**src/source/pkt_loopback_settings.svh**
```systemverilog
`ifndef PKT_LOOPBACK_SETTINGS_SVH
`define PKT_LOOPBACK_SETTINGS_SVH

// ----------------------------------------------------------------------
// Beat layout
// ----------------------------------------------------------------------

// Payload word carried by each beat
`define DATA_W 64

// Unused bytes in the last beat of a frame
`define EMPTY_W 3

// ----------------------------------------------------------------------
// Buffering
// ----------------------------------------------------------------------

// Entries per beat FIFO, power of two
`define FIFO_DEPTH 16

// Longest frame the transmit store can hold
`define MAX_BEATS 16

`endif

```
**src/source/pkt_loopback_pkg.sv**
```systemverilog
`include "pkt_loopback_settings.svh"

package pkt_loopback_pkg;

    // ----------------------------------------------------------------------
    // Stream beat
    // ----------------------------------------------------------------------

    // Flags sit above the empty count and data word, 69 bits in all
    typedef struct packed {
        logic                sop;
        logic                eop;
        logic [`EMPTY_W-1:0] empty;
        logic [`DATA_W-1:0]  data;
    } beat_t;

    // Beat position inside a frame, wide enough to hold MAX_BEATS itself
    typedef logic [$clog2(`MAX_BEATS + 1)-1:0] beat_idx_t;

    // ----------------------------------------------------------------------
    // Transmit controller
    // ----------------------------------------------------------------------

    typedef enum logic [1:0] {
        st_idle,
        st_load,
        st_send,
        st_done
    } tx_state_e;

endpackage

```
**src/source/beat_fifo.sv**
```systemverilog
`timescale 1ns/1ns

`include "pkt_loopback_settings.svh"

module beat_fifo import pkt_loopback_pkg::*; #(
    parameter int depth = `FIFO_DEPTH
) (
    input  logic  rd_clk,
    input  logic  rd_rst_n,

    input  logic  push,
    input  beat_t push_data,
    output logic  full,

    input  logic  pop,
    output beat_t pop_data,
    output logic  pop_valid,
    output logic  empty
);

    localparam int aw = $clog2(depth);
    localparam logic [aw:0] full_level = (aw + 1)'(depth);

    beat_t mem [depth];

    logic [aw-1:0] wr_ptr;
    logic [aw-1:0] rd_ptr;
    logic [aw:0]   count;
    logic          do_push;
    logic          do_pop;

    // Requests against a full or empty FIFO are dropped
    assign do_push = push && !full;
    assign do_pop  = pop && !empty;

    // Flags come straight from the occupancy count
    assign empty = (count == '0);
    assign full  = (count == full_level);

    // ----------------------------------------------------------------------
    // Pointers and occupancy
    // ----------------------------------------------------------------------
    always_ff @(posedge rd_clk or negedge rd_rst_n) begin
        if (!rd_rst_n) begin
            wr_ptr    <= '0;
            rd_ptr    <= '0;
            count     <= '0;
            pop_valid <= 1'b0;
        end else begin
            pop_valid <= do_pop;
            if (do_push) begin
                wr_ptr <= wr_ptr + aw'(1);
            end
            if (do_pop) begin
                rd_ptr <= rd_ptr + aw'(1);
            end
            case ({do_push, do_pop})
                2'b10:   count <= count + (aw + 1)'(1);
                2'b01:   count <= count - (aw + 1)'(1);
                default: count <= count;
            endcase
        end
    end

    // ----------------------------------------------------------------------
    // Storage and registered read port
    // ----------------------------------------------------------------------
    always_ff @(posedge rd_clk) begin
        if (do_push) begin
            mem[wr_ptr] <= push_data;
        end
        if (do_pop) begin
            pop_data <= mem[rd_ptr];
        end
    end

    // A push while full loses a beat, on the rx side there is no ready to stop it
    a_no_push_full : assert property (@(posedge rd_clk) disable iff (!rd_rst_n)
        !(push && full))
        else $error("beat_fifo: push while full, beat lost");

    // Readers are expected to watch empty before popping
    a_no_pop_empty : assert property (@(posedge rd_clk) disable iff (!rd_rst_n)
        !(pop && empty))
        else $error("beat_fifo: pop while empty");

endmodule

```
**src/source/payload_incrementer.sv**
```systemverilog
`timescale 1ns/1ns

`include "pkt_loopback_settings.svh"

module payload_incrementer import pkt_loopback_pkg::*; (
    input  logic  rd_clk,
    input  logic  rd_rst_n,

    // Read side of the first FIFO
    input  beat_t in_data,
    input  logic  in_valid,
    input  logic  in_empty,
    output logic  in_pop,

    // Write side of the second FIFO
    output beat_t out_data,
    output logic  out_push,
    input  logic  out_full
);

    // Set from the pop until the modified beat has been pushed
    logic pending;

    // One read in flight at a time, so out_full is never stale when we push
    assign in_pop = !pending && !in_empty && !out_full;

    always_ff @(posedge rd_clk or negedge rd_rst_n) begin
        if (!rd_rst_n) begin
            pending  <= 1'b0;
            out_push <= 1'b0;
        end else begin
            out_push <= in_valid;
            if (in_pop) begin
                pending <= 1'b1;
            end else if (out_push) begin
                pending <= 1'b0;
            end
        end
    end

    // Framing fields pass through, data wraps modulo 2^DATA_W
    always_ff @(posedge rd_clk) begin
        if (in_valid) begin
            out_data      <= in_data;
            out_data.data <= in_data.data + `DATA_W'(1);
        end
    end

    // Full is checked at pop time two cycles earlier and must still hold
    a_push_not_full : assert property (@(posedge rd_clk) disable iff (!rd_rst_n)
        out_push |-> !out_full)
        else $error("payload_incrementer: push into full FIFO");

endmodule

```
**src/source/frame_buffer.sv**
```systemverilog
`timescale 1ns/1ns

`include "pkt_loopback_settings.svh"

module frame_buffer import pkt_loopback_pkg::*; (
    input  logic      rd_clk,

    input  logic      wr_en,
    input  beat_idx_t wr_idx,
    input  beat_t     wr_beat,

    input  beat_idx_t rd_idx,
    output beat_t     rd_beat
);

    localparam int aw = $clog2(`MAX_BEATS);

    // One frame, loaded whole before it is sent
    beat_t mem [`MAX_BEATS];

    always_ff @(posedge rd_clk) begin
        if (wr_en) begin
            mem[wr_idx[aw-1:0]] <= wr_beat;
        end
    end

    // Combinational read so the beat follows the send index at once
    assign rd_beat = mem[rd_idx[aw-1:0]];

endmodule

```
**src/source/tx_frame_ctrl.sv**
```systemverilog
`timescale 1ns/1ns

`include "pkt_loopback_settings.svh"

module tx_frame_ctrl import pkt_loopback_pkg::*; (
    input  logic      rd_clk,
    input  logic      rd_rst_n,

    input  logic      link_up,

    // Second FIFO read side
    input  logic      fifo_empty,
    output logic      fifo_pop,
    input  beat_t     fifo_data,
    input  logic      fifo_valid,

    // Frame store
    output logic      buf_wr_en,
    output beat_idx_t buf_wr_idx,
    output beat_idx_t buf_rd_idx,
    input  beat_t     buf_rd_beat,

    // Transmit stream
    output logic      tx_valid,
    output beat_t     tx_beat,
    input  logic      tx_ready
);

    localparam beat_idx_t idx_one = beat_idx_t'(1);

    tx_state_e state;
    tx_state_e state_nxt;

    beat_idx_t load_idx;
    beat_idx_t frame_len;
    beat_idx_t send_idx;
    logic      last_beat;

    assign last_beat = (send_idx + idx_one) == frame_len;

    // ----------------------------------------------------------------------
    // State machine
    // ----------------------------------------------------------------------
    always_comb begin
        state_nxt = state;
        case (state)
            st_idle: begin
                if (link_up && !fifo_empty) begin
                    state_nxt = st_load;
                end
            end
            st_load: begin
                if (fifo_valid && fifo_data.eop) begin
                    state_nxt = st_send;
                end
            end
            st_send: begin
                if (tx_ready && last_beat) begin
                    state_nxt = st_done;
                end
            end
            default: state_nxt = st_idle;
        endcase
    end

    always_ff @(posedge rd_clk or negedge rd_rst_n) begin
        if (!rd_rst_n) begin
            state     <= st_idle;
            load_idx  <= '0;
            frame_len <= '0;
            send_idx  <= '0;
        end else begin
            state <= state_nxt;
            case (state)
                st_idle: begin
                    load_idx  <= '0;
                    frame_len <= '0;
                    send_idx  <= '0;
                end
                st_load: begin
                    if (fifo_valid) begin
                        load_idx <= load_idx + idx_one;
                        // Length is known once the end beat lands
                        if (fifo_data.eop) begin
                            frame_len <= load_idx + idx_one;
                        end
                    end
                end
                st_send: begin
                    if (tx_ready) begin
                        send_idx <= send_idx + idx_one;
                    end
                end
                default: ;
            endcase
        end
    end

    // ----------------------------------------------------------------------
    // Load side
    // ----------------------------------------------------------------------

    // Single read in flight, so nothing past the end beat is pulled out
    assign fifo_pop   = (state == st_load) && !fifo_empty && !fifo_valid;
    assign buf_wr_en  = (state == st_load) && fifo_valid;
    assign buf_wr_idx = load_idx;

    // ----------------------------------------------------------------------
    // Send side
    // ----------------------------------------------------------------------
    assign buf_rd_idx = send_idx;
    assign tx_valid   = (state == st_send);

    // Framing taken from the counters rather than the stored flags
    always_comb begin
        tx_beat = '0;
        if (tx_valid) begin
            tx_beat.sop  = (send_idx == '0);
            tx_beat.eop  = last_beat;
            tx_beat.data = buf_rd_beat.data;
            if (last_beat) begin
                tx_beat.empty = buf_rd_beat.empty;
            end
        end
    end

    // Upstream frames must fit the store
    a_frame_fits : assert property (@(posedge rd_clk) disable iff (!rd_rst_n)
        (state == st_load && fifo_valid) |-> (load_idx < beat_idx_t'(`MAX_BEATS)))
        else $error("tx_frame_ctrl: frame longer than MAX_BEATS");

endmodule

```
**src/source/pkt_loopback_top.sv**
```systemverilog
`timescale 1ns/1ns

`include "pkt_loopback_settings.svh"

module pkt_loopback_top import pkt_loopback_pkg::*; (
    input  logic  rd_clk,
    input  logic  rd_rst_n,

    input  logic  link_up,

    input  logic  rx_valid,
    input  beat_t rx_beat,

    output logic  tx_valid,
    output beat_t tx_beat,
    input  logic  tx_ready
);

    // rx FIFO to incrementer
    beat_t     rx_pop_data;
    logic      rx_pop;
    logic      rx_pop_valid;
    logic      rx_empty;

    // Incrementer to tx FIFO
    beat_t     tx_push_data;
    logic      tx_push;
    logic      tx_full;

    // tx FIFO to controller and frame store
    beat_t     tx_pop_data;
    logic      tx_pop;
    logic      tx_pop_valid;
    logic      tx_empty;

    // Controller to frame store
    logic      buf_wr_en;
    beat_idx_t buf_wr_idx;
    beat_idx_t buf_rd_idx;
    beat_t     buf_rd_beat;

    // ----------------------------------------------------------------------
    // Receive path
    // ----------------------------------------------------------------------

    // No ready toward the source, so full is left open
    beat_fifo #(
        .depth     (`FIFO_DEPTH)
    ) rx_fifo (
        .rd_clk    (rd_clk),
        .rd_rst_n  (rd_rst_n),
        .push      (rx_valid),
        .push_data (rx_beat),
        .full      (),
        .pop       (rx_pop),
        .pop_data  (rx_pop_data),
        .pop_valid (rx_pop_valid),
        .empty     (rx_empty)
    );

    payload_incrementer u_incrementer (
        .rd_clk    (rd_clk),
        .rd_rst_n  (rd_rst_n),
        .in_data   (rx_pop_data),
        .in_valid  (rx_pop_valid),
        .in_empty  (rx_empty),
        .in_pop    (rx_pop),
        .out_data  (tx_push_data),
        .out_push  (tx_push),
        .out_full  (tx_full)
    );

    beat_fifo #(
        .depth     (`FIFO_DEPTH)
    ) tx_fifo (
        .rd_clk    (rd_clk),
        .rd_rst_n  (rd_rst_n),
        .push      (tx_push),
        .push_data (tx_push_data),
        .full      (tx_full),
        .pop       (tx_pop),
        .pop_data  (tx_pop_data),
        .pop_valid (tx_pop_valid),
        .empty     (tx_empty)
    );

    // ----------------------------------------------------------------------
    // Transmit path
    // ----------------------------------------------------------------------
    frame_buffer u_frame_buffer (
        .rd_clk    (rd_clk),
        .wr_en     (buf_wr_en),
        .wr_idx    (buf_wr_idx),
        .wr_beat   (tx_pop_data),
        .rd_idx    (buf_rd_idx),
        .rd_beat   (buf_rd_beat)
    );

    tx_frame_ctrl u_tx_ctrl (
        .rd_clk      (rd_clk),
        .rd_rst_n    (rd_rst_n),
        .link_up     (link_up),
        .fifo_empty  (tx_empty),
        .fifo_pop    (tx_pop),
        .fifo_data   (tx_pop_data),
        .fifo_valid  (tx_pop_valid),
        .buf_wr_en   (buf_wr_en),
        .buf_wr_idx  (buf_wr_idx),
        .buf_rd_idx  (buf_rd_idx),
        .buf_rd_beat (buf_rd_beat),
        .tx_valid    (tx_valid),
        .tx_beat     (tx_beat),
        .tx_ready    (tx_ready)
    );

endmodule

```
**config.mk**
```make
export PLATFORM = sky130hd
export DESIGN_NAME = pkt_loopback_top
export DESIGN_NICKNAME = d
export VERILOG_FILES = /design/src/source/pkt_loopback_pkg.sv /design/src/source/beat_fifo.sv /design/src/source/payload_incrementer.sv /design/src/source/frame_buffer.sv /design/src/source/tx_frame_ctrl.sv /design/src/source/pkt_loopback_top.sv
export VERILOG_INCLUDE_DIRS = /design/src /design/src/source
export SDC_FILE = /design/constraint.sdc
export NUM_CORES = 2
export LEC_CHECK = 0
export ABC_AREA = 1
export BUFFER_PORTS_ARGS = -buffer_cell sky130_fd_sc_hd__buf_2
export CORE_ASPECT_RATIO = 0.8
export CORE_MARGIN = 4
export CORE_UTILIZATION = 50
export CTS_BUF_LIST = sky130_fd_sc_hd__clkbuf_8
export CTS_CLUSTER_DIAMETER = 200
export DETAILED_ROUTE_END_ITERATION = 10
export PLACE_DENSITY = 0.68
export SLEW_MARGIN = 10
export SYNTH_ARGS = -nofsm -noshare
export SYNTH_HDL_FRONTEND = slang
export SYNTH_SLANG_ARGS = --single-unit
```
**constraint.sdc**
```tcl
create_clock -name rd_clk -period 8.6 [get_ports rd_clk]
set_input_delay 1.72 -clock rd_clk [delete_from_list [all_inputs] [get_ports rd_clk]]
set_output_delay 1.72 -clock rd_clk [all_outputs]
set_load 0.1 [all_outputs]
```
Yosys cells after proc, flatten, opt, wreduce, memory -nomap -nowiden
Memory sizes are Yosys's and may differ from the RTL's. A register that Yosys moved wholly into a read port is not among the register bits.
Index checks and enable logic that the tools add are counted.
{"block": "totals", "register_bits": 116, "ram_bits": 3312, "input_bits": 74, "elab_cells": 101, "n_memories": 3}
{"block": "op_classes", "add_sub_neg": 11, "eq_ne": 15, "muxes": 23, "reduce_logical": 31}
{"name": "rx_fifo.mem", "depth": 16, "word_bits": 69, "read_ports": 1, "rd_ports_with_merged_regs": 1, "write_ports": 1, "line": "beat_fifo.sv:24", "source": "beat_t mem [depth];"}
{"name": "tx_fifo.mem", "depth": 16, "word_bits": 69, "read_ports": 1, "rd_ports_with_merged_regs": 1, "write_ports": 1, "line": "beat_fifo.sv:24"}
{"name": "u_frame_buffer.mem", "depth": 16, "word_bits": 69, "read_ports": 1, "rd_ports_with_merged_regs": 0, "write_ports": 1, "line": "frame_buffer.sv:19", "source": "beat_t mem [`MAX_BEATS];"}
{"op": "$mux W69", "n": 1}
{"op": "$add A64 B1 Y64 const B", "n": 1}
{"op": "$pmux W5 S2", "n": 5}
{"op": "$add A5 B1 Y5 const B", "n": 4}
{"op": "$mux W5", "n": 4}
{"op": "$add A4 B1 Y4 const B", "n": 4}
{"op": "$logic_not A5 Y1", "n": 3}
{"op": "$logic_and A1 B1 Y1", "n": 12}
{"op": "$eq A5 B5 Y1 const B", "n": 2}
{"op": "$reduce_bool A2 Y1", "n": 5}
{"op": "$sub A5 B1 Y5 const B", "n": 2}
{"op": "$mux W1", "n": 8}
{"op": "$ne A2 B1 Y1 const B", "n": 4}
{"op": "$eq A2 B1 Y1 const B", "n": 3}
{"op": "$eq A2 B2 Y1 const B", "n": 3}
{"op": "$logic_not A1 Y1", "n": 6}
{"op": "$mux W2", "n": 3}
{"op": "$pmux W2 S3", "n": 1}
{"op": "$reduce_and A3 Y1", "n": 2}
{"op": "$eq A5 B5 Y1", "n": 1}
{"op": "$ne A2 B2 Y1 const B", "n": 2}
{"op": "$reduce_and A2 Y1", "n": 2}
{"op": "$mux W3", "n": 1}
{"op": "$logic_not A2 Y1", "n": 1}

Logic depth before layout (Yosys ltp)
{"block": "logic_depth", "word_depth": 7, "ltp_mapped": 17, "depth_no_buf": 15}

Cells and area by module
A second synthesis with hierarchy kept.
{"block": "hier_totals", "hier_cells": 14234, "area_unflattened_um2": 150971.0}
{"mod": "beat_fifo at tx_fifo", "instances": 1, "cells_each": 4483, "area_per_inst_um2": 48913.2, "seq_area_each_um2": 35574.1}
{"mod": "beat_fifo at rx_fifo", "instances": 1, "cells_each": 4484, "area_per_inst_um2": 48911.9, "seq_area_each_um2": 35574.1}
{"mod": "frame_buffer", "instances": 1, "cells_each": 4469, "area_per_inst_um2": 47287.9, "seq_area_each_um2": 33151.8}
{"mod": "payload_incrementer", "instances": 1, "cells_each": 524, "area_per_inst_um2": 4235.3, "seq_area_each_um2": 2122.0}
{"mod": "tx_frame_ctrl", "instances": 1, "cells_each": 274, "area_per_inst_um2": 1622.8, "seq_area_each_um2": 425.4}

Worst setup path before layout
No wires, ideal clock.
{"block": "synth_path", "kind": "register to output", "from": "reg u_tx_ctrl.state[0]", "to": "out tx_beat[68] (netlist name)", "t_arrival_ps": 3823, "t_required_ps": 6880, "setup_slack_ps": 3057, "stages_incl_launch_ff": 6, "path_buffers": 1, "path_cell_list": "dfrtp_1 > inv_1 > ha_1 > inv_1 > clkbuf_1 > nor3_1"}
{"item": "start: declaration", "line": "tx_frame_ctrl.sv:31", "source": "tx_state_e state;"}
{"item": "start signal: assignment", "line": "tx_frame_ctrl.sv:68", "source": "state <= st_idle;"}
{"item": "start signal: assignment", "line": "tx_frame_ctrl.sv:73", "source": "state <= state_nxt;"}
{"item": "end: declaration", "line": "pkt_loopback_top.sv:15", "source": "output beat_t tx_beat,"}

==> impl_metrics.tcl <==
set metrics [dict create \
    p_leak_nw 48.70 \
    grt.overflow.total 0 \
    synth_top_cells_by_count "edfxtp_1 (3452), nor2_1 (2134), o21ai_0 (1527)" \
    post-route-drc-count 0 \
    cts_root_buffer "clkbuf_8" \
    io_pins 144 \
    drv_slew 0 \
    power_frac_seq_pct 47.9 \
    htree_levels 6 \
    synth_mux_area_share_pct 0.8975 \
    grt_busiest_layer "met2" \
    grt_pass1_wl_um 514000 \
    clockBufferDepth 4 \
    area_growth_pct 9.707 \
    die_h_um 476.5 \
    drt-total-wl_um 349700 \
    synth_top_family_by_area "compound AO/OA/AOI/OAI gates" \
    power_mw 50.61 \
    synthAdderAreaFrac_pct 0.2791 \
    synth-xor-area-share_pct 0.4788 \
    cts.sinks 3499 \
    synth_compound_area_share_pct 11.09 \
    fp.dieW_um 593.6 \
    num_rows 171 \
    synthTopCellsByArea "edfxtp_1 (76%), nor2_1 (5.8%), o21ai_0 (5.6%)" \
    rsz0062_at_grt "false" \
    layout_min_cycle_time_ns 7.090 \
    clock_skew_ns 0.09146 \
    max_slew_margin_pct 14.15 \
    ant_nets 0 \
    async_flop_share_pct 1.343 \
    netlist_area_um2 137200 \
    cp_slowest_cell "dfrtp_4" \
    post_cts_buffers 0 \
    hpwl_um 179700 \
    initialDrtViolationCount 10510 \
    num_vias 84910 \
    max_stage_delay_ns 1.08 \
    drv_cap 0 \
    power_density_nw_per_um2 336.3 \
    tns_ns 0 \
    combPwrFrac_pct 27.7 \
    coreArea_um2 272200 \
    ys.flop_type "edfxtp_1" \
    cts_resized 0 \
    fin_nets 10240 \
    gr-usage-met1_pct 34.68 \
    path_clk_slew_ns 0.06 \
    port_buffers 142 \
    yosys_warnings 0 \
    grtUsageMet3_pct 4.321 \
    cts_tree "done" \
    grt_max_degree 244 \
    hold_class "flip-flop to flip-flop" \
    fmax_mhz 141.0 \
    hold_buffers 0 \
    grtUsageTotal_pct 23.82 \
    finalSetupViolCount 0 \
    numCtsBuffers 540 \
    p_int_mw 31.69 \
    layout-drive-gt1-share_pct 9.493 \
    synth_area_per_cell_um2 13.75 \
    wire_per_inst_um 24.68 \
    ir_drop_mv 0.3057 \
    cp_max_fo 80 \
    synth-simple-area-share_pct 8.338 \
    hold_viol 0 \
    synth_fp_nets 10080 \
    via_per_inst 5.992 \
    first_global_vias 80500 \
    dieArea_um2 282900 \
    use_met2_pct 36.85 \
    swShare_pct 37.38 \
    synth_top_area_share_pct 75.56 \
    p_switching_mw 18.92 \
    synth_edf_count 3452 \
    antenna_found_initial 32 \
    ys_ff_latch 3499 \
    worstSetupPathType "flip-flop to primary output" \
    insertion_delay_ns 1.03 \
    outcome "finished, final reports clean" \
    gp_congestion 0.9216 \
    synthCells 9978 \
    crit_chain "buf_4 -> buf_4 -> o21ai_0 -> o221ai_1 -> nand3_1 -> a21oi_1 -> buf_2" \
    crit_arrival_ns 5.37 \
    yosysSeqAreaShare_pct 76.42 \
    dr.pass1.iters 6 \
    yosysMostFrequentCell "edfxtp_1" \
    setup.worst_path.start_class "flip-flop" \
    critPathRequiredTime_ns 6.88 \
    worst_pin_slew_ns 1.288 \
    crit_top_cell "buf_4" \
    crit_path_end_kind "primary output" \
    synth_top_area_cell "edfxtp_1" \
    fin_crit_sh_pct 82.45 \
    n_fill_cell 21240 \
    pwr-share-clk_pct 24.4 \
    start_util_pct 50.41 \
    yosysUniqueCellTypes 39 \
]
[power groups by stage]
stage,clock (mW),sequential (mW),combinational [mW]
finish,12.3,24.2,14.0
global placement,0,24.4,13.5
floorplan,0,23.6,9.39
CTS,12.5,24.2,13.9
global route,13.4,24.5,15.2
detailed placement,0,24.5,13.9
[stage by stage]
step	hold WS [ns]	std cells	cell area, µm²	worst slack, ns	util (%)
2_1_floorplan	0.4003	9978	137200	3.057	-
3_3_place_gp	0.4105	13230	141100	2.664	51.85
5_1_grt	0.4002	14160	150500	1.271	55.29
4_1_cts	0.4031	14160	150500	1.490	55.29
6_report	0.3955	14170	150500	1.510	55.30
3_5_place_dp	0.4072	13230	141100	2.614	51.85
[layout make-up]
type	instances	area, µm²	area share [%]
Sequential cell	3499	104900	69.69
Multi-Input combinational cell	5704	29290	19.46
Clock buffer	556	7652	5.085
Tap cell	3633	4546	3.020
Timing Repair Buffer	285	1922	1.277
Clock inverter	372	1712	1.137
Inverter	107	460.4	0.3059
Antenna cell	15	37.54	0.02494
[state kept, by name (all words and copies together), names as in the netlist, 2 cells and up]
name,count
tx_fifo.wr_ptr,4
u_tx_ctrl.buf_wr_idx,5
tx_fifo.rd_ptr,4
tx_fifo.count,5
rx_fifo.pop_data,68
rx_fifo.count,5
u_frame_buffer.mem,1072
tx_fifo.pop_data,68
u_tx_ctrl.buf_rd_idx,5
rx_fifo.rd_ptr,4
u_incrementer.out_data,68
u_tx_ctrl.frame_len,5
rx_fifo.mem,1088
rx_fifo.wr_ptr,4
u_tx_ctrl.state,2
tx_fifo.mem,1088
[logic make-up after synthesis]
group,Yosys count
DFF,3499
and+or+nand+nor,2910
AOI/OAI and AO/OA,2566
buffers and inverters,775
muxes,123
xor gates and xnor gates,75
adders and majority gates,30
[routing by layer]
metal | share of wire [%] | wire length, µm
met1 | 42 | 145800
met4 | 2.7 | 9476
met5 | 0.11 | 384
met3 | 9.7 | 34060
met2 | 46 | 160000
[critical path: cells and delay by family (launching register included)]
family | cells | cell delay [ns]
flops | 1 | 1.08
simple gates | 1 | 0.09
compound gates | 3 | 1.03
buf+inv | 3 | 2.01
[cells in the final DEF (no fill, tap or decap), types with 15 or more instances in the layout]
cell type   synthesis  final
a21oi_1            50     50
buf_2             170    142
buf_4              52    132
clkbuf_8            0    556
clkinv_1            1    107
clkinv_2            0     33
clkinvlp_4          0     23
dfrtp_1            47     34
diode_2             0     15
edfxtp_1         3452   3452
ha_1               29     29
inv_1              99    285
mux2i_1           123    123
nand2_1           416    416
nand3_1           295    295
nand4_1            16     16
nor2_1           2134   2085
nor2_4              0     49
nor3_1             33     33
o211ai_1          557    557
o21ai_0          1527   1527
o21ai_1           141    141
o221ai_1          243    243
o22ai_1            44     44
xnor2_1            24     24
xor2_1             51     51
[final timing paths]
check                                              to  slack [ns]               startpoint  depth (start not counted)
setup / recovery                          tx_beat[63]        1.51  u_tx_ctrl.buf_rd_idx[1]                          7
hold / removal             u_incrementer.out_data[65]        0.40     rx_fifo.pop_data[65]                          0
setup reg to reg                 rx_fifo.pop_data[55]        4.59        rx_fifo.rd_ptr[0]                          7
hold reg to reg            u_incrementer.out_data[65]        0.40     rx_fifo.pop_data[65]                          0
max in group asynchronous     u_tx_ctrl.buf_rd_idx[2]        6.99                 rd_rst_n                          2
min in group asynchronous           rx_fifo.rd_ptr[2]        0.89                 rd_rst_n                          2
No activity file was read; power rests on OpenSTA's default activity.
